--- config.mk ---
export PLATFORM = sky130hd
export DESIGN_NAME = elim_ctrl_flat
export DESIGN_NICKNAME = d
export VERILOG_FILES = /design/src/rtl/inv_pkg.sv /design/src/rtl/inv_ifs.sv /design/src/rtl/elim_ctrl.sv /design/src/flat_wrapper.sv
export SDC_FILE = /design/constraint.sdc
export NUM_CORES = 1
export LEC_CHECK = 0
export BUFFER_PORTS_ARGS = -buffer_cell sky130_fd_sc_hd__buf_2
export CORE_AREA = 10 10 271 273
export DETAILED_ROUTE_END_ITERATION = 16
export DIE_AREA = 0 0 281 283
export GPL_TIMING_DRIVEN = 0
export PLACE_DENSITY = 0.4
export REMOVE_ABC_BUFFERS = 1
export SLEW_MARGIN = 10
export SYNTH_ARGS = -nofsm -noshare
export SYNTH_HDL_FRONTEND = slang
export SYNTH_SLANG_ARGS = --single-unit
export TNS_END_PERCENT = 30
--- constraint.sdc ---
create_clock -name clk -period 3.36 [get_ports clk]
set_input_delay 0 -clock clk [delete_from_list [all_inputs] [get_ports clk]]
set_output_delay 0 -clock clk [all_outputs]
set_load 0.01 [all_outputs]
--- src/rtl/inv_pkg.sv ---
`default_nettype none

package inv_pkg;

	//////////////////////////////
	// Matrix geometry
	//////////////////////////////
	localparam int MAT_N      = 5;
	localparam int AUG_COLS   = 2 * MAT_N;
	localparam int DATA_W     = 32;
	localparam int ROW_IDX_W  = 3;
	localparam int COL_IDX_W  = 4;
	localparam int ELEM_WORDS = MAT_N * AUG_COLS;

	localparam logic [ROW_IDX_W-1:0] LAST_ROW = ROW_IDX_W'(MAT_N - 1);

	// One augmented row, left half is A and right half the inverse
	typedef logic [AUG_COLS-1:0][DATA_W-1:0] row_t;

	//////////////////////////////
	// Register map
	//////////////////////////////
	localparam int AXI_ADDR_W = 12;

	localparam logic [AXI_ADDR_W-1:0] ADDR_CTRL      = 12'h000;
	localparam logic [AXI_ADDR_W-1:0] ADDR_STATUS    = 12'h004;
	localparam logic [AXI_ADDR_W-1:0] ADDR_ELEM_BASE = 12'h100;

	typedef enum logic [1:0] {
		OKAY   = 2'b00,
		SLVERR = 2'b10
	} resp_t;

	// Sequencer states
	typedef enum logic [3:0] {
		IDLE, INIT, SEARCH, SWAP, FWD_RD, FWD_WR, BWD_RD, BWD_WR, FINISH
	} elim_state_t;

endpackage

`default_nettype wire
--- src/rtl/inv_ifs.sv ---
`timescale 1ns/1ns
`default_nettype none


// Engine access to whole rows
interface row_if;
	import inv_pkg::*;

	logic [ROW_IDX_W-1:0] sel_a;
	logic [ROW_IDX_W-1:0] sel_b;
	logic                 wr_en;
	logic                 swap_en;
	logic                 init_en;
	row_t                 row_a;
	row_t                 row_b;

	modport ctrl (output sel_a, sel_b, wr_en, swap_en, init_en, input row_a, row_b);
	modport store (input sel_a, sel_b, wr_en, swap_en, init_en, output row_a, row_b);
endinterface

`default_nettype wire

--- src/rtl/elim_ctrl.sv ---
`timescale 1ns/1ns
`default_nettype none

module elim_ctrl (
	input  logic                       clk,
	input  logic                       arst_n,
	input  logic                       start,
	row_if.ctrl                        rows,
	output logic                       busy,
	output logic                       done,
	output logic                       singular,
	output logic [inv_pkg::DATA_W-1:0] pivot,
	output logic [inv_pkg::DATA_W-1:0] factor
);
	import inv_pkg::*;

	elim_state_t          state;
	logic [ROW_IDX_W-1:0] k;
	logic [ROW_IDX_W-1:0] i;
	logic                 pivot_found;

	// Row k is always the pivot row, row i the one being worked on
	assign rows.sel_a   = k;
	assign rows.sel_b   = i;
	assign rows.init_en = (state == INIT);
	assign rows.swap_en = (state == SWAP);
	assign rows.wr_en   = (state == FWD_WR) || (state == BWD_WR);

	assign pivot  = rows.row_a[k];
	assign factor = rows.row_b[k];
	// During search the candidate entry is the same as the factor lane
	assign pivot_found = (factor != '0);

	//////////////////////////////
	// Sequencer
	//////////////////////////////
	always_ff @(posedge clk or negedge arst_n)
	begin
		if (!arst_n)
		begin
			state    <= IDLE;
			k        <= '0;
			i        <= '0;
			busy     <= 1'b0;
			done     <= 1'b0;
			singular <= 1'b0;
		end
		else
		begin
			case (state)
				IDLE:
				begin
					if (start)
					begin
						busy     <= 1'b1;
						done     <= 1'b0;
						singular <= 1'b0;
						state    <= INIT;
					end
				end
				INIT:
				begin
					k     <= '0;
					i     <= '0;
					state <= SEARCH;
				end
				SEARCH:
				begin
					if (pivot_found)
					begin
						if (i != k)
						begin
							state <= SWAP;
						end
						else if (k == LAST_ROW)
						begin
							// Last column has nothing below, go back up
							i     <= '0;
							state <= BWD_RD;
						end
						else
						begin
							i     <= k + 1'b1;
							state <= FWD_RD;
						end
					end
					else if (i == LAST_ROW)
					begin
						singular <= 1'b1;
						state    <= FINISH;
					end
					else
					begin
						i <= i + 1'b1;
					end
				end
				// Only reached with k below the last row
				SWAP:
				begin
					i     <= k + 1'b1;
					state <= FWD_RD;
				end
				FWD_RD:
					state <= FWD_WR;
				FWD_WR:
				begin
					if (i != LAST_ROW)
					begin
						i     <= i + 1'b1;
						state <= FWD_RD;
					end
					else
					begin
						k     <= k + 1'b1;
						i     <= k + 1'b1;
						state <= SEARCH;
					end
				end
				BWD_RD:
					state <= BWD_WR;
				BWD_WR:
				begin
					if (i != k - 1'b1)
					begin
						i     <= i + 1'b1;
						state <= BWD_RD;
					end
					else if (k == ROW_IDX_W'(1))
					begin
						state <= FINISH;
					end
					else
					begin
						k     <= k - 1'b1;
						i     <= '0;
						state <= BWD_RD;
					end
				end
				FINISH:
				begin
					busy  <= 1'b0;
					done  <= 1'b1;
					state <= IDLE;
				end
				default:
					state <= IDLE;
			endcase
		end
	end

endmodule

`default_nettype wire

--- src/flat_wrapper.sv ---
// flat-port wrapper written by rule: the top's interface ports become plain ports
module elim_ctrl_flat import inv_pkg::*;
  (clk, arst_n, start, busy, done, singular, pivot, factor, rows_sel_a, rows_sel_b, rows_wr_en, rows_swap_en, rows_init_en, rows_row_a, rows_row_b);
  row_if rows_i ();
  input  logic clk;
  input  logic arst_n;
  input  logic start;
  output logic busy;
  output logic done;
  output logic singular;
  output logic [inv_pkg::DATA_W-1:0] pivot;
  output logic [inv_pkg::DATA_W-1:0] factor;
  output wire logic [$bits(rows_i.sel_a)-1:0] rows_sel_a;
  output wire logic [$bits(rows_i.sel_b)-1:0] rows_sel_b;
  output wire logic [$bits(rows_i.wr_en)-1:0] rows_wr_en;
  output wire logic [$bits(rows_i.swap_en)-1:0] rows_swap_en;
  output wire logic [$bits(rows_i.init_en)-1:0] rows_init_en;
  input wire logic [$bits(rows_i.row_a)-1:0] rows_row_a;
  input wire logic [$bits(rows_i.row_b)-1:0] rows_row_b;
  assign rows_sel_a = rows_i.sel_a;
  assign rows_sel_b = rows_i.sel_b;
  assign rows_wr_en = rows_i.wr_en;
  assign rows_swap_en = rows_i.swap_en;
  assign rows_init_en = rows_i.init_en;
  assign rows_i.row_a = rows_row_a;
  assign rows_i.row_b = rows_row_b;
  elim_ctrl u_core (.clk(clk), .arst_n(arst_n), .start(start), .rows(rows_i), .busy(busy), .done(done), .singular(singular), .pivot(pivot), .factor(factor));
endmodule
# After elaboration in Yosys (flattened, before gate mapping)
# Index checks and enable logic that the tools add are counted.
# Widths: inputs -> output; s select.
# totals
mem_count	0
output_inout_bits	76
in_bits	643
register_bits	13
ram_bits	0
latch_bits	0
rom_bits	0
elab_cells	78
# op_classes
n_lt_le_gt_ge	1
mul	0
div	0
bitwise	0
mux	32
reduce_logical	12
n_shift	0
n_eq_ne	24
addsub	3
# ops
operator	n
$bmux 32 s3	2
$mux 32	2
$mux 3	11
$pmux 4 s8	1
$reduce_bool 32->1	1
$mux 4	6
$eq 4x3->1 const B	4
$pmux 3 s5	1
$reduce_and 4->1	3
$ne 2x2->1 const B	5
$ne 3x3->1 const B	3
$pmux 3 s3	1
$eq 4x2->1 const B	2
$add 3x1->3 const B	2
$eq 3x3->1 const B	2
$ne 3x3->1	2
$pmux 1 s2	3
$lt 3x5->1 const B	1
$reduce_bool 5->1	1
$eq 4x1->1 const B	1
$eq 4x4->1 const B	1
$logic_not 4->1	1
$mux 1	4
$reduce_and 2->1	2
other kinds (9)	10

# Longest topological paths before layout
# depth
ltp_word	5
ltp_mapped	12
depth_no_buf	10

# Least setup slack after synthesis
# No wires, ideal clock.
# synth_timing
path_type	reg-to-reg
from	register u_core.k[2] (netlist: u_core.rows.sel_a[2])
to	register u_core.i[0] (netlist: u_core.rows.sel_b[0])
synth_period_minus_slack_ns	3.186
stages_incl_launch_ff	12
required_ns	3.222
setup_ns	0.138
n_path_buf	2
arrival_ns	3.048
slack_ns	0.174
path_cell_list	dfrtp_1 -> buf_2 -> clkbuf_1 -> mux4_2 -> nand2_1 -> nand2_1 -> nor4_2 -> nand4_1 -> nor3_1 -> mux2_2 -> a222oi_1 -> o22ai_1
# synth_via
elab_chain_len	5
elab_cells_between_ends	17
cone_classes	1 x add/sub; 7 x eq/ne; 7 x mux; 2 x reduce/logical
# synth_lines
element	line_no	source
start: declaration	elim_ctrl.sv:18	logic [ROW_IDX_W-1:0] k;
start signal: assignment	elim_ctrl.sv:114	k <= k + 1'b1;
start signal: assignment	elim_ctrl.sv:134	k <= k - 1'b1;
$bmux 32 s3 (*)	elim_ctrl.sv:30	assign factor = rows.row_b[k];
$mux 32 (not written as such) (*)	elim_ctrl.sv:30	
named net factor (one bit)	flat_wrapper.sv:12	output logic [inv_pkg::DATA_W-1:0] factor;
$reduce_bool 32->1 (*)	elim_ctrl.sv:32	assign pivot_found = (factor != '0);
$mux 3, or another cell as far along	elim_ctrl.sv:69	if (pivot_found)
$pmux 3 s5 or $reduce_and 4->1 (tied branches)	-	
end signal: assignment	elim_ctrl.sv:83	i <= k + 1'b1;
end signal: assignment	elim_ctrl.sv:94	i <= i + 1'b1;
end signal: assignment	elim_ctrl.sv:100	i <= k + 1'b1;
end: declaration	elim_ctrl.sv:19	logic [ROW_IDX_W-1:0] i;
# Mark *: on every way through the listed nets, which the timed path passes. The rest lies on a longest branch. The select of a mux whose other input is x is not followed.
# A chain may end at the register's enable or synchronous reset.

# Worst setup path after layout
# layout_timing
from	register u_core.k[2] (netlist: u_core.rows.sel_a[2])
to	register u_core.i[1] (netlist: u_core.rows.sel_b[1])
# layout_via
elab_chain_len	5
elab_cells_between_ends	17
cone_classes	1 x add/sub; 7 x eq/ne; 7 x mux; 2 x reduce/logical
# layout_lines
element	line_no
$bmux 32 s3 or $eq 3x3->1 (tied branches)	elim_ctrl.sv:30, elim_ctrl.sv:75
$mux 32 (not written as such) or $mux 3 (tied branches)	elim_ctrl.sv:30, elim_ctrl.sv:75
$reduce_bool 32->1 or $mux 3 (tied branches)	elim_ctrl.sv:32, elim_ctrl.sv:71
$mux 3, or another cell as far along	elim_ctrl.sv:69
$pmux 3 s5 or $reduce_and 4->1 (tied branches)	-
# Parallel ways exist; a longest one is shown, timed or not. The select of a mux whose other input is x is not followed.

==> flow_summary.toml <==
[routing]
drt_iter0_markers = 364
viasPerCell = 3.78
route.vias.total = 7470
wire_per_inst_um = 27.1
dr.pass1.iters = 5
drc_errors = 0
antenna_left = 0
wl_mm = 53.6

[placement]
place_congestion = 0.902
dpl_cell_area_mm2 = 0.00925
post-place-cells = 1929
io_buffer_count = 590
post-dp-hpwl_mm = 45.5
place_ws_ns = -2.92

[final_layout]
stdcell_count = 1977
finish.net_count = 1740
fin_area_mm2 = 0.00998
utilization_pct = 14.7
final_common_cell = "buf_2"
n_fill_cell = 7800
syn2layout_area_growth_pct = 92.1
layout-drive-gt1-share_pct = 75.5
final_cell_mix = "buf_2 (590), mux4_2 (117), nand2_1 (90), mux2_2 (35), buf_4 (27)"

[worst_setup_path]
worstSetupEndpointType = "flop"
worstPathArrival_ns = 3.79
path_max_fanout = 63
cp_top_family = "simple AND/OR/NAND/NOR gates"
cp_cell_sequence = "buf_12 -> buf_16 -> or4_1 -> o21ai_0 -> and3_1 -> nor3_2 -> o31a_1 -> o21a_1 -> or4_4 -> o22ai_2"
criticalPathCategory = "reg2reg"
cp_slowest_cell = "or4_1"
start_kind = "flop"
cp_num_buf_inv = 2
cp_slowest_stage_delay_ns = 0.57
crit_required_ns = 3.52

[yosys]
syn_inst = 495
syn_area_per_cell_um2 = 10.5
ys.warnings.count = 0
ys_ff_latch = 13
synth-edff-count = 0
netlist_area_mm2 = 0.00519
synthArstFlopShare_pct = 100
synth_top_flop_cell = "dfrtp_1"
yosysSeqAreaShare_pct = 6.26
yosysUniqueCellTypes = 54

[grt]
grt_pass1_wl_mm = 69.3
overflow = 0
antenna_found_initial = 58
grt_max_degree = 64
track_usage_pct = 12.4
grt_pass1_vias = 8137

[clocking]
clockRootBuffer = "clkbuf_16"
tritoncts = "built"
cts_buffers = 3
cts_max_path_buffers = 2
h-tree-depth = 1
clk_latency_ns = 0.24
clk_pin_slew_ns = 0.05
cts.sinks = 13

[power]
leakagePower_nw = 4.40
ir_drop_mv = 0.528
p_per_area_mw_per_mm2 = 633
finalPower_mw = 6.32

[sta]
fin_crit_ns = 3.62
fin_ws_ns = -0.262
tns_ns = -0.841
hold_viol = 0
rsz0062_at_grt = "yes"
tightest_slew_ns = 0.841
finalSetupViolations = 4
fin_worst_skew_ns = 0.00283
fin_crit_sh_pct = 108
slew_headroom_pct = 43.5
max_freq_ghz = 0.276
slew_viol_final = 0
whs_ns = 0.0993

[run]
maxCapViolCount = 0

[run_status]
violations = "setup timing"
run_status = "finished, violations left"

[floorplan]
rows = 96
dieHeight_um = 283
pin_count = 719
dieArea_mm2 = 0.0795
fp.dieW_um = 281
initial_core_util_pct = 7.63
coreArea_mm2 = 0.0681

[hold_path]
hp-class = "in2reg"
[cells in the mapped netlist, types with 2 or more instances]
| master | number | area share [%] |
|---|---|---|
| o21ai_0 | 16 | 1.5 |
| nor3b_1 | 3 | 0.43 |
| clkbuf_1 | 23 | 1.7 |
| nor3_1 | 16 | 1.5 |
| o21a_1 | 3 | 0.43 |
| a211oi_1 | 3 | 0.43 |
| and2_1 | 2 | 0.24 |
| o211ai_1 | 5 | 0.72 |
| buf_1 | 12 | 0.87 |
| a21oi_1 | 12 | 1.2 |
| xor2_1 | 4 | 0.67 |
| a221oi_1 | 3 | 0.51 |
| or4_1 | 7 | 1.0 |
| xnor2_1 | 3 | 0.51 |
| or2_2 | 3 | 0.36 |
| nor2_1 | 19 | 1.4 |
| and3_1 | 2 | 0.24 |
| or3_1 | 3 | 0.36 |
| mux4_2 | 117 | 51 |
| o22ai_1 | 4 | 0.48 |
| nand2b_1 | 8 | 0.96 |
| nand3_1 | 7 | 0.67 |
| nand2_1 | 90 | 6.5 |
| a31o_2 | 2 | 0.34 |
| nor4_1 | 13 | 1.6 |
| ha_1 | 6 | 1.4 |
| mux2i_1 | 16 | 3.1 |
| a22o_1 | 2 | 0.34 |
| buf_2 | 9 | 0.87 |
| nor2b_1 | 2 | 0.24 |
| a311oi_1 | 2 | 0.34 |
| inv_1 | 7 | 0.51 |
| nand3b_1 | 3 | 0.43 |
| mux2_2 | 36 | 7.8 |
| dfrtp_1 | 13 | 6.3 |
[layout make-up]
type	instances	area [µm²]	share of cell area (%)
inverters	9	46.3	0.464
flip-flops and latches	13	337	3.37
multi-input cells	425	4750	47.6
diodes	5	12.5	0.125
well taps	882	1100	11.1
repair buffers	639	3650	36.6
clock buffers	4	78.8	0.790
[worst paths after layout]
kind                                      start                    to  slack [ns]  depth (start not counted)
max in group asynchronous                arst_n  u_core.rows.sel_a[0]        2.90                          2
max reg2reg                u_core.rows.sel_a[2]  u_core.rows.sel_b[1]       -0.26                         10
max                        u_core.rows.sel_a[2]  u_core.rows.sel_b[1]       -0.26                         10
min in group asynchronous                arst_n       u_core.state[2]        0.19                          2
min                                       start           u_core.busy         0.1                          3
min reg2reg                     u_core.singular       u_core.singular        0.52                          2
[tightest hold or removal path: cells and delay by family]
family,cells,cell delay [ns]
AOI/OAI and AO/OA,2,0.17
buffers and inverters,1,0.12
[state kept, by name, summed over array words and instances, names as in the netlist]
| register | cells |
|---|---|
| u_core.done | 1 |
| u_core.state | 4 |
| u_core.busy | 1 |
| u_core.singular | 1 |
| u_core.rows.sel_a | 3 |
| u_core.rows.sel_b | 3 |
[power by group]
group | switching (mW) | internal [mW]
Sequential | 0.101 | 0.211
Clock | 0.0658 | 0.160
Combinational | 2.90 | 2.88
Total | 3.07 | 3.25
[per-layer routing]
metal | wire length, µm | up-vias | GRT usage, %
li1 | - | 3229 | -
met1 | 22500 | 3607 | 15.2
met2 | 23100 | 484 | 19.7
met3 | 7130 | 88 | 7.03
met4 | 332 | 62 | 0.497
met5 | 414 | - | 0
[repair_timing]
action / CTS / global route
gates cloned: 4 / 2
endpoints found under the hold margin: 13 / 0
resized for setup: 23 / 6
pin swaps: 9 / 6
buffers inserted: 18 / 15
hold buffers: 1 / 0
endpoints found under the setup margin: 14 / 7
[cells by family (layout without fill, tap and decap cells)]
family,after synthesis,count (layout),share of synthesized area [%]
AOI/OAI and AO/OA,60,60,7.61
xor gates and xnor gates,7,7,1.18
adders and majority gates,6,6,1.45
buffers and inverters,57,652,5.08
DFF,13,13,6.26
muxes,169,169,61.6
other,0,5,0
and+or+nand+nor,183,183,16.8
Note: power is estimated with default switching activity, not from simulation.
