**config.mk**
```make
export PLATFORM = sky130hd
export DESIGN_NAME = axil_regs_flat
export DESIGN_NICKNAME = d
export VERILOG_FILES = /design/src/rtl/inv_pkg.sv /design/src/rtl/inv_ifs.sv /design/src/rtl/axil_regs.sv /design/src/flat_wrapper.sv
export SDC_FILE = /design/constraint.sdc
export NUM_CORES = 1
export LEC_CHECK = 0
export ABC_AREA = 1
export BUFFER_PORTS_ARGS = -buffer_cell sky130_fd_sc_hd__buf_2
export CAP_MARGIN = 10
export CORE_UTILIZATION = 47
export DETAILED_ROUTE_END_ITERATION = 6
export PLACE_DENSITY_LB_ADDON = 0.2
export SKIP_LAST_GASP = 1
export SYNTH_ARGS = -nofsm -noshare
export SYNTH_HDL_FRONTEND = slang
export SYNTH_SLANG_ARGS = --single-unit
export TNS_END_PERCENT = 100
```
**constraint.sdc**
```tcl
create_clock -name clk -period 6.2 [get_ports clk]
set_clock_uncertainty 0.2 [all_clocks]
set_input_delay 1.24 -clock clk [delete_from_list [all_inputs] [get_ports clk]]
set_output_delay 1.24 -clock clk [all_outputs]
set_load 0.02 [all_outputs]
```
**src/rtl/inv_pkg.sv**
```systemverilog
`default_nettype none

package inv_pkg;

	//////////////////////////////
	// Matrix geometry
	//////////////////////////////
	localparam int MAT_N      = 5;
	localparam int AUG_COLS   = 2 * MAT_N;
	localparam int DATA_W     = 32;
	localparam int ROW_IDX_W  = 3;
	localparam int COL_IDX_W  = 4;
	localparam int ELEM_WORDS = MAT_N * AUG_COLS;

	localparam logic [ROW_IDX_W-1:0] LAST_ROW = ROW_IDX_W'(MAT_N - 1);

	// One augmented row, left half is A and right half the inverse
	typedef logic [AUG_COLS-1:0][DATA_W-1:0] row_t;

	//////////////////////////////
	// Register map
	//////////////////////////////
	localparam int AXI_ADDR_W = 12;

	localparam logic [AXI_ADDR_W-1:0] ADDR_CTRL      = 12'h000;
	localparam logic [AXI_ADDR_W-1:0] ADDR_STATUS    = 12'h004;
	localparam logic [AXI_ADDR_W-1:0] ADDR_ELEM_BASE = 12'h100;

	typedef enum logic [1:0] {
		OKAY   = 2'b00,
		SLVERR = 2'b10
	} resp_t;

	// Sequencer states
	typedef enum logic [3:0] {
		IDLE, INIT, SEARCH, SWAP, FWD_RD, FWD_WR, BWD_RD, BWD_WR, FINISH
	} elim_state_t;

endpackage

`default_nettype wire
```
**src/rtl/inv_ifs.sv**
```systemverilog
`timescale 1ns/1ns
`default_nettype none

// Host access to single elements
interface elem_if;
	import inv_pkg::*;

	logic [ROW_IDX_W-1:0] sel_row;
	logic [COL_IDX_W-1:0] sel_col;
	logic [DATA_W-1:0]    wdata;
	logic                 we;
	logic [DATA_W-1:0]    elem_rdata;

	modport host (output sel_row, sel_col, wdata, we, input elem_rdata);
	modport store (input sel_row, sel_col, wdata, we, output elem_rdata);
endinterface


`default_nettype wire

```
**src/rtl/axil_regs.sv**
```systemverilog
`timescale 1ns/1ns
`default_nettype none

module axil_regs (
	input  logic                           clk,
	input  logic                           arst_n,
	input  logic [inv_pkg::AXI_ADDR_W-1:0] s_awaddr,
	input  logic                           s_awvalid,
	output logic                           s_awready,
	input  logic [inv_pkg::DATA_W-1:0]     s_wdata,
	input  logic [inv_pkg::DATA_W/8-1:0]   s_wstrb,
	input  logic                           s_wvalid,
	output logic                           s_wready,
	output logic [1:0]                     s_bresp,
	output logic                           s_bvalid,
	input  logic                           s_bready,
	input  logic [inv_pkg::AXI_ADDR_W-1:0] s_araddr,
	input  logic                           s_arvalid,
	output logic                           s_arready,
	output logic [inv_pkg::DATA_W-1:0]     s_rdata,
	output logic [1:0]                     s_rresp,
	output logic                           s_rvalid,
	input  logic                           s_rready,
	elem_if.host                           elem,
	output logic                           start,
	input  logic                           busy,
	input  logic                           done,
	input  logic                           singular
);
	import inv_pkg::*;

	logic [AXI_ADDR_W-1:0] awaddr_q;
	logic [AXI_ADDR_W-1:0] araddr_q;
	logic [DATA_W-1:0]     wdata_q;
	logic [DATA_W/8-1:0]   wstrb_q;
	logic                  aw_done;
	logic                  w_done;
	logic                  ar_pend;
	logic                  commit;
	logic [AXI_ADDR_W-1:0] elem_addr;
	logic [AXI_ADDR_W-1:0] elem_off;
	logic [AXI_ADDR_W-3:0] elem_word;
	logic                  elem_hit;
	logic [DATA_W-1:0]     wmask;
	logic [DATA_W-1:0]     status;
	logic [DATA_W-1:0]     rd_value;

	// Both write channels in hand and the response slot is free
	assign commit  = aw_done && w_done && !s_bvalid;
	assign s_bresp = OKAY;
	assign s_rresp = OKAY;
	assign status  = {{(DATA_W - 3){1'b0}}, singular, done, busy};

	//////////////////////////////
	// Element window decode
	//////////////////////////////
	always_comb
	begin
		elem_addr = commit ? awaddr_q : araddr_q;
		elem_off  = elem_addr - ADDR_ELEM_BASE;
		elem_word = elem_off[AXI_ADDR_W-1:2];
		elem_hit  = (elem_addr >= ADDR_ELEM_BASE) && (elem_word < ELEM_WORDS);
		for (int b = 0; b < DATA_W / 8; b++)
		begin
			wmask[8*b +: 8] = {8{wstrb_q[b]}};
		end
	end

	assign elem.sel_row = ROW_IDX_W'(elem_word / AUG_COLS);
	assign elem.sel_col = COL_IDX_W'(elem_word % AUG_COLS);
	// Byte lanes not strobed keep the stored value
	assign elem.wdata   = (elem.elem_rdata & ~wmask) | (wdata_q & wmask);
	assign elem.we      = commit && elem_hit && !busy;

	always_comb
	begin
		if (araddr_q == ADDR_STATUS)
			rd_value = status;
		else if (elem_hit)
			rd_value = elem.elem_rdata;
		else
			rd_value = '0;
	end

	//////////////////////////////
	// Write channels
	//////////////////////////////
	always_ff @(posedge clk or negedge arst_n)
	begin
		if (!arst_n)
		begin
			s_awready <= 1'b0;
			s_wready  <= 1'b0;
			s_bvalid  <= 1'b0;
			aw_done   <= 1'b0;
			w_done    <= 1'b0;
			start     <= 1'b0;
		end
		else
		begin
			s_awready <= s_awvalid && !s_awready && !aw_done && !s_bvalid;
			s_wready  <= s_wvalid && !s_wready && !w_done && !s_bvalid;
			start     <= commit && (awaddr_q == ADDR_CTRL) && wstrb_q[0] && wdata_q[0] && !busy;
			if (s_awvalid && s_awready)
				aw_done <= 1'b1;
			if (s_wvalid && s_wready)
				w_done <= 1'b1;
			if (commit)
			begin
				aw_done  <= 1'b0;
				w_done   <= 1'b0;
				s_bvalid <= 1'b1;
			end
			else if (s_bvalid && s_bready)
			begin
				s_bvalid <= 1'b0;
			end
		end
	end

	always_ff @(posedge clk)
	begin
		if (s_awvalid && s_awready)
			awaddr_q <= s_awaddr;
		if (s_wvalid && s_wready)
		begin
			wdata_q <= s_wdata;
			wstrb_q <= s_wstrb;
		end
		if (s_arvalid && s_arready)
			araddr_q <= s_araddr;
	end

	//////////////////////////////
	// Read channel
	//////////////////////////////
	always_ff @(posedge clk or negedge arst_n)
	begin
		if (!arst_n)
		begin
			s_arready <= 1'b0;
			s_rvalid  <= 1'b0;
			s_rdata   <= '0;
			ar_pend   <= 1'b0;
		end
		else
		begin
			s_arready <= s_arvalid && !s_arready && !ar_pend && !s_rvalid;
			if (s_arvalid && s_arready)
			begin
				ar_pend <= 1'b1;
			end
			else if (ar_pend && !commit)
			begin
				// Lookup waits while a write owns the element port
				ar_pend  <= 1'b0;
				s_rvalid <= 1'b1;
				s_rdata  <= rd_value;
			end
			if (s_rvalid && s_rready)
				s_rvalid <= 1'b0;
		end
	end

endmodule

`default_nettype wire

```
**src/flat_wrapper.sv**
```systemverilog
// flat-port wrapper written by rule: the top's interface ports become plain ports
module axil_regs_flat import inv_pkg::*;
  (clk, arst_n, s_awaddr, s_awvalid, s_awready, s_wdata, s_wstrb, s_wvalid, s_wready, s_bresp, s_bvalid, s_bready, s_araddr, s_arvalid, s_arready, s_rdata, s_rresp, s_rvalid, s_rready, start, busy, done, singular, elem_sel_row, elem_sel_col, elem_wdata, elem_we, elem_elem_rdata);
  elem_if elem_i ();
  input  logic clk;
  input  logic arst_n;
  input  logic [inv_pkg::AXI_ADDR_W-1:0] s_awaddr;
  input  logic s_awvalid;
  output logic s_awready;
  input  logic [inv_pkg::DATA_W-1:0] s_wdata;
  input  logic [inv_pkg::DATA_W/8-1:0] s_wstrb;
  input  logic s_wvalid;
  output logic s_wready;
  output logic [1:0] s_bresp;
  output logic s_bvalid;
  input  logic s_bready;
  input  logic [inv_pkg::AXI_ADDR_W-1:0] s_araddr;
  input  logic s_arvalid;
  output logic s_arready;
  output logic [inv_pkg::DATA_W-1:0] s_rdata;
  output logic [1:0] s_rresp;
  output logic s_rvalid;
  input  logic s_rready;
  output logic start;
  input  logic busy;
  input  logic done;
  input  logic singular;
  output wire logic [$bits(elem_i.sel_row)-1:0] elem_sel_row;
  output wire logic [$bits(elem_i.sel_col)-1:0] elem_sel_col;
  output wire logic [$bits(elem_i.wdata)-1:0] elem_wdata;
  output wire logic [$bits(elem_i.we)-1:0] elem_we;
  input wire logic [$bits(elem_i.elem_rdata)-1:0] elem_elem_rdata;
  assign elem_sel_row = elem_i.sel_row;
  assign elem_sel_col = elem_i.sel_col;
  assign elem_wdata = elem_i.wdata;
  assign elem_we = elem_i.we;
  assign elem_i.elem_rdata = elem_elem_rdata;
  axil_regs u_core (.clk(clk), .arst_n(arst_n), .s_awaddr(s_awaddr), .s_awvalid(s_awvalid), .s_awready(s_awready), .s_wdata(s_wdata), .s_wstrb(s_wstrb), .s_wvalid(s_wvalid), .s_wready(s_wready), .s_bresp(s_bresp), .s_bvalid(s_bvalid), .s_bready(s_bready), .s_araddr(s_araddr), .s_arvalid(s_arvalid), .s_arready(s_arready), .s_rdata(s_rdata), .s_rresp(s_rresp), .s_rvalid(s_rvalid), .s_rready(s_rready), .elem(elem_i), .start(start), .busy(busy), .done(done), .singular(singular));
endmodule
```
* After elaboration in Yosys (flattened, before gate mapping) *
Index checks and enable logic that the tools add are counted.

storage, ports and cells
  bits of input ports = 102
  word-level logic and storage cells = 82
  bits in read-only memories = 0
  latch bits = 0
  bits in registers = 101
  memories kept = 0
  output and inout bits = 82
  RAM bits = 0

cells by class
  reductions and logical operators = 42
  add/sub/neg operators = 1
  shift operators = 0
  eq/ne operators = 2
  bitwise gates (word level) = 5
  $lt $le $gt $ge = 2
  $mul = 0
  divide/modulo/power cells = 2
  muxes and demuxes = 14

operator list
  operator                                                                       count
  32-bit AND                                                                     2
  32-bit 2-to-1 mux                                                              2
  10-bit by 4-bit divider with 32-bit output, second input constant              1
  10-bit by 4-bit remainder unit with 32-bit output, second input constant       1
  32-bit inverter                                                                1
  32-bit OR                                                                      1
  1-bit logical AND                                                              24
  12-bit by 3-bit == test with 1-bit output, second input constant               1
  12-bit by 9-bit >= comparator with 1-bit output, second input constant         1
  12-bit logical NOT                                                             1
  12-bit 2-to-1 mux                                                              1
  12-bit by 9-bit subtractor with 12-bit output, second input constant           1
  1-bit 2-to-1 mux                                                               11
  1-bit logical NOT                                                              10
  10-bit by 6-bit less-than comparator with 1-bit output, second input constant  1
  2-bit nonzero test                                                             5
  2-bit AND reduction                                                            2
  2-bit != test, second input constant                                           1
  1-bit inverter                                                                 1

* Longest topological paths before layout *
  word-level depth = 8
  gate-level depth with buffers = 50
  gate-level depth less buffers = 48

* Least setup slack after synthesis *
Ideal clock, no wire load.

  path kind = reg2out
  start = register u_core.s_bvalid
  end = output elem_sel_col[1]
  cell stages (with the launch flop) = 43
  data required time = 4760 ps
  arrival = 5348 ps
  path slack = -588 ps
  path buffers = 1
  path through = dfrtp_1 > nor2_4 > nand2_2 > nand2_4 > inv_1 > ha_1 > nor2_1 > inv_1 > ha_1 > inv_1 > nand2_2 > nand2_2 > nand2_1 > inv_1 > nand3_2 > nand2_1 > nand3_2 > nand2_4 > [... 7 more ...] > nor2_4 > nand3_4 > nand2_1 > nand2_1 > inv_1 > ha_1 > nor3b_1 > nand3_1 > nor2_1 > nand3_2 > nand3_4 > buf_6 > o21ai_0 > nand3_1 > nor2_1 > nand3_2 > nand2_1 > nand2_1

between the ends
  longest elaborated chain between the ends = 5

ends and longest elaborated chain
  item                                               RTL line            source
  start: declaration                                 axil_regs.sv:15     output logic s_bvalid,
  start signal: assignment                           axil_regs.sv:94     s_bvalid <= 1'b0;
  start signal: assignment                           axil_regs.sv:112    s_bvalid <= 1'b1;
  start signal: assignment                           axil_regs.sv:116    s_bvalid <= 1'b0;
  1-bit logical NOT                                  axil_regs.sv:49     assign commit = aw_done && w_done && !s_bvalid;
  1-bit logical AND                                  axil_regs.sv:49
  12-bit 2-to-1 mux                                  axil_regs.sv:59     elem_addr = commit ? awaddr_q : araddr_q;
  12-bit by 9-bit subtractor with 12-bit output      axil_regs.sv:60     elem_off = elem_addr - ADDR_ELEM_BASE;
  10-bit by 4-bit remainder unit with 32-bit output  axil_regs.sv:70     assign elem.sel_col = COL_IDX_W'(elem_word % AUG_COLS);
  end: declaration                                   flat_wrapper.sv:29  output wire logic [$bits(elem_i.sel_col)-1:0] elem_sel_col;

No other way between the ends.

* Worst setup path after layout *
  start = register u_core.s_bvalid
  end = output elem_sel_col[2]

The elaborated chain is that of the path after synthesis.

==> flow_metrics.tcl <==
set metrics [dict create \
    drv_slew 0 \
    grt_max_degree 42 \
    die_x_um 113.2 \
    io_buffers 179 \
    status "finished with violations" \
    fin_crit_sh_pct 112.9 \
    die_height_um 113.2 \
    cts.sinks 101 \
    cts-buffers-inserted 9 \
    clk_latency_ns 0.34 \
    synth_top_family_by_area "simple AND/OR/NAND/NOR gates" \
    post_drt_wl_per_cell_um 14.76 \
    wl_um 16350 \
    finish.instance_area_sq_mm 0.008262 \
    cpMostUsedCell "nand2_2" \
    netlist_area_sq_mm 0.005807 \
    syn_avg_cell_area_sq_um 8.615 \
    cp_max_fo 6 \
    hp-start "u_core.awaddr_q[2]" \
    gr-total-overflow 0 \
    dieArea_sq_mm 0.01280 \
    grt_pass1_wl_um 25900 \
    synth_async_sr_flop_share_pct 40.59 \
    finalCoreUtilization_pct 68.78 \
    clk_path_buf_depth 2 \
    via_per_inst 5.121 \
    hold_class "register to register" \
    r2r-end "u_core.s_rdata[20]" \
    cap_violations 0 \
    final_nets 1065 \
    yosys_register_bits 101 \
    cts_tree "built" \
    critical_path_class "register to output port" \
    setup_viol 5 \
    cts.reportedPaths.clkPinSlew_ns 0.06 \
    dp_hpwl_um 12130 \
    hold_buffers 0 \
    drt-pass1-iter-count 4 \
    placementRows 40 \
    r2r_setup_slack_ns 2.43 \
    hold_viol_final 0 \
    violations "setup timing" \
    core_sq_mm 0.01201 \
    synth_xor_area_share_pct 1.207 \
    preCtsSetupSlack_ns -0.6035 \
    area.sequential_sq_mm 0.002831 \
    synth_mux_area_share_pct 0.3878 \
    period_needed_ns 6.998 \
    fmax_mhz 142.9 \
    timing.critical_path.arrival_ns 5.56 \
    r2r_start "u_core.s_bvalid" \
    synth_compound_area_share_pct 8.037 \
    area_growth_syn_to_layout_pct 42.28 \
    drc 0 \
    cp.required_ns 4.76 \
    drt_iter0_drc 320 \
    fillCellCount 964 \
    rsz0062_at_grt "yes" \
    drive_above_1_share_pct 45.52 \
    synthAdderAreaFrac_pct 1.724 \
    antenna_found_initial 1 \
    min_to "u_core.start" \
    vias 5674 \
    worstRegToRegCells 10 \
    critPathLaunchType "register" \
    synthCells 674 \
    grt_pass1_vias 5631 \
    seq_area_frac_synth_pct 48.70 \
    grt_usage_pct 25.60 \
    multi_input_area_sq_mm 0.002851 \
    yosys.area_share.simple_pct 31.44 \
    io_pins 184 \
    ys_warn_count 0 \
    place_area_sq_mm 0.007403 \
    cpMaxStageDelayCell "dfrtp_2" \
    gp_congestion 0.8743 \
    worst_slew_pin_slew_ns 1.093 \
    netlist-cell-type-count 38 \
    initial_core_util_pct 48.34 \
    cts_root_buf "clkbuf_16" \
    cp-end-kind "output port" \
    cts_max_level 3 \
    cpPeakStageDelay_ns 0.43 \
    relSlewSlack_pct 26.37 \
    hold_path_depth 1 \
    finalWorstSetupSlack_ns -0.7985 \
    ant_nets 0 \
    synth-edff-count 60 \
    ys.flop_type "edfxtp_1" \
]
-- Yosys cell counts, drive strengths merged, types with 3 or more instances --
cell type	count	area share (%)
nand3	55	7.0
edfxtp	60	31
or2	4	0.43
nand4	21	2.5
a31oi	4	0.43
dfrtp	41	18
o21ai	79	6.8
inv	97	6.3
nand2	210	16
o211ai	3	0.56
nor3	4	0.34
nand3b	3	0.45
ha	8	1.7
nor2	41	3.8
buf	9	1.4
clkbuf	11	0.71
nor4	8	0.86
xor2	8	1.2
-- worst max-delay path by stage --
stage,slack (ns),to,cells after the start,from
floorplan,-0.36,elem_sel_col[1],48,u_core.s_bvalid
global placement,-0.30,elem_sel_col[2],46,u_core.aw_done
detailed placement,-0.60,elem_sel_col[2],46,u_core.w_done
CTS,-0.73,elem_sel_col[2],45,u_core.s_bvalid
global route,-1.17,elem_sel_col[2],44,u_core.w_done
finish,-0.80,elem_sel_col[2],42,u_core.s_bvalid
-- worst max-delay path, delay by kind of cell (launching register included) --
kind                     cells  cell delay, ns
AND/OR/NAND/NOR             29            3.06
buffers and inverters        9            1.02
flip-flops                   1            0.43
adder cells (fa/ha/maj)      2            0.37
XOR/XNOR                     1            0.14
AO/OA/AOI/OAI                1            0.14
-- kinds of logic after synthesis --
group | count (synthesis)
simple gates | 348
buf+inv | 118
flops | 101
compound gates | 88
fa+ha+maj | 8
xor+xnor | 8
mux | 2
other cells | 1
-- timing repair --
action,in CTS,in global routing
resized for setup,45,40
cloned,1,0
setup buffers,20,13
endpoints found under the setup margin,5,5
pin swaps,43,41
-- placed cells by master (no fill, tap or decap), types with 15 or more instances in the layout --
| cell | count |
|---|---|
| buf_2 | 175 |
| nand2_1 | 149 |
| buf_4 | 100 |
| inv_1 | 83 |
| o21ai_0 | 73 |
| edfxtp_1 | 60 |
| nand2_2 | 41 |
| dfrtp_1 | 38 |
| nand3_1 | 32 |
| nor2_1 | 30 |
| nand4_1 | 19 |
| nand2_4 | 19 |
| nand3_4 | 15 |
-- registers in the layout (all words and copies together) (netlist names) --
| register | count |
|---|---|
| u_core.s_awready | 1 |
| u_core.s_arready | 1 |
| u_core.start | 1 |
| u_core.araddr_q | 12 |
| u_core.aw_done | 1 |
| u_core.w_done | 1 |
| u_core.s_rdata | 32 |
| u_core.s_bvalid | 1 |
| u_core.awaddr_q | 12 |
| u_core.ar_pend | 1 |
| u_core.s_rvalid | 1 |
| u_core.s_wready | 1 |
| u_core.wstrb_q | 4 |
| u_core.wdata_q | 32 |
-- layer usage --
layer	part of all wire, %	GRT usage, %	routed length (um)	up-vias
met5	0	0	0	-
met4	1.9	7.105	306	0
met3	6.0	6.213	984	27
met2	54	48.67	8840	182
met1	38	28.18	6222	2692
li1	-	-	-	2773
-- final cells by class --
cell class	count	area share [%]
multi-input combinational	459	34.51
sequential	101	34.27
timing repair buffer	286	21.19
inverter	98	4.559
clock buffer	9	2.726
tap	147	2.226
clock inverter	7	0.4846
antenna	1	0.03029
-- stage by stage --
step           TNS (ns)  hold slack, ns  instances
4_1_cts          -3.065          0.2396       1094
2_1_floorplan    -1.187          0.2057        677
3_3_place_gp     -1.048          0.2273       1057
5_1_grt          -5.207          0.2552       1107
3_5_place_dp     -2.280          0.2308       1057
6_report         -3.377          0.2395       1108
Power is left out: the tool's default activity adds up to more than one toggle a clock period on the data nets, which glitch-free logic cannot reach.
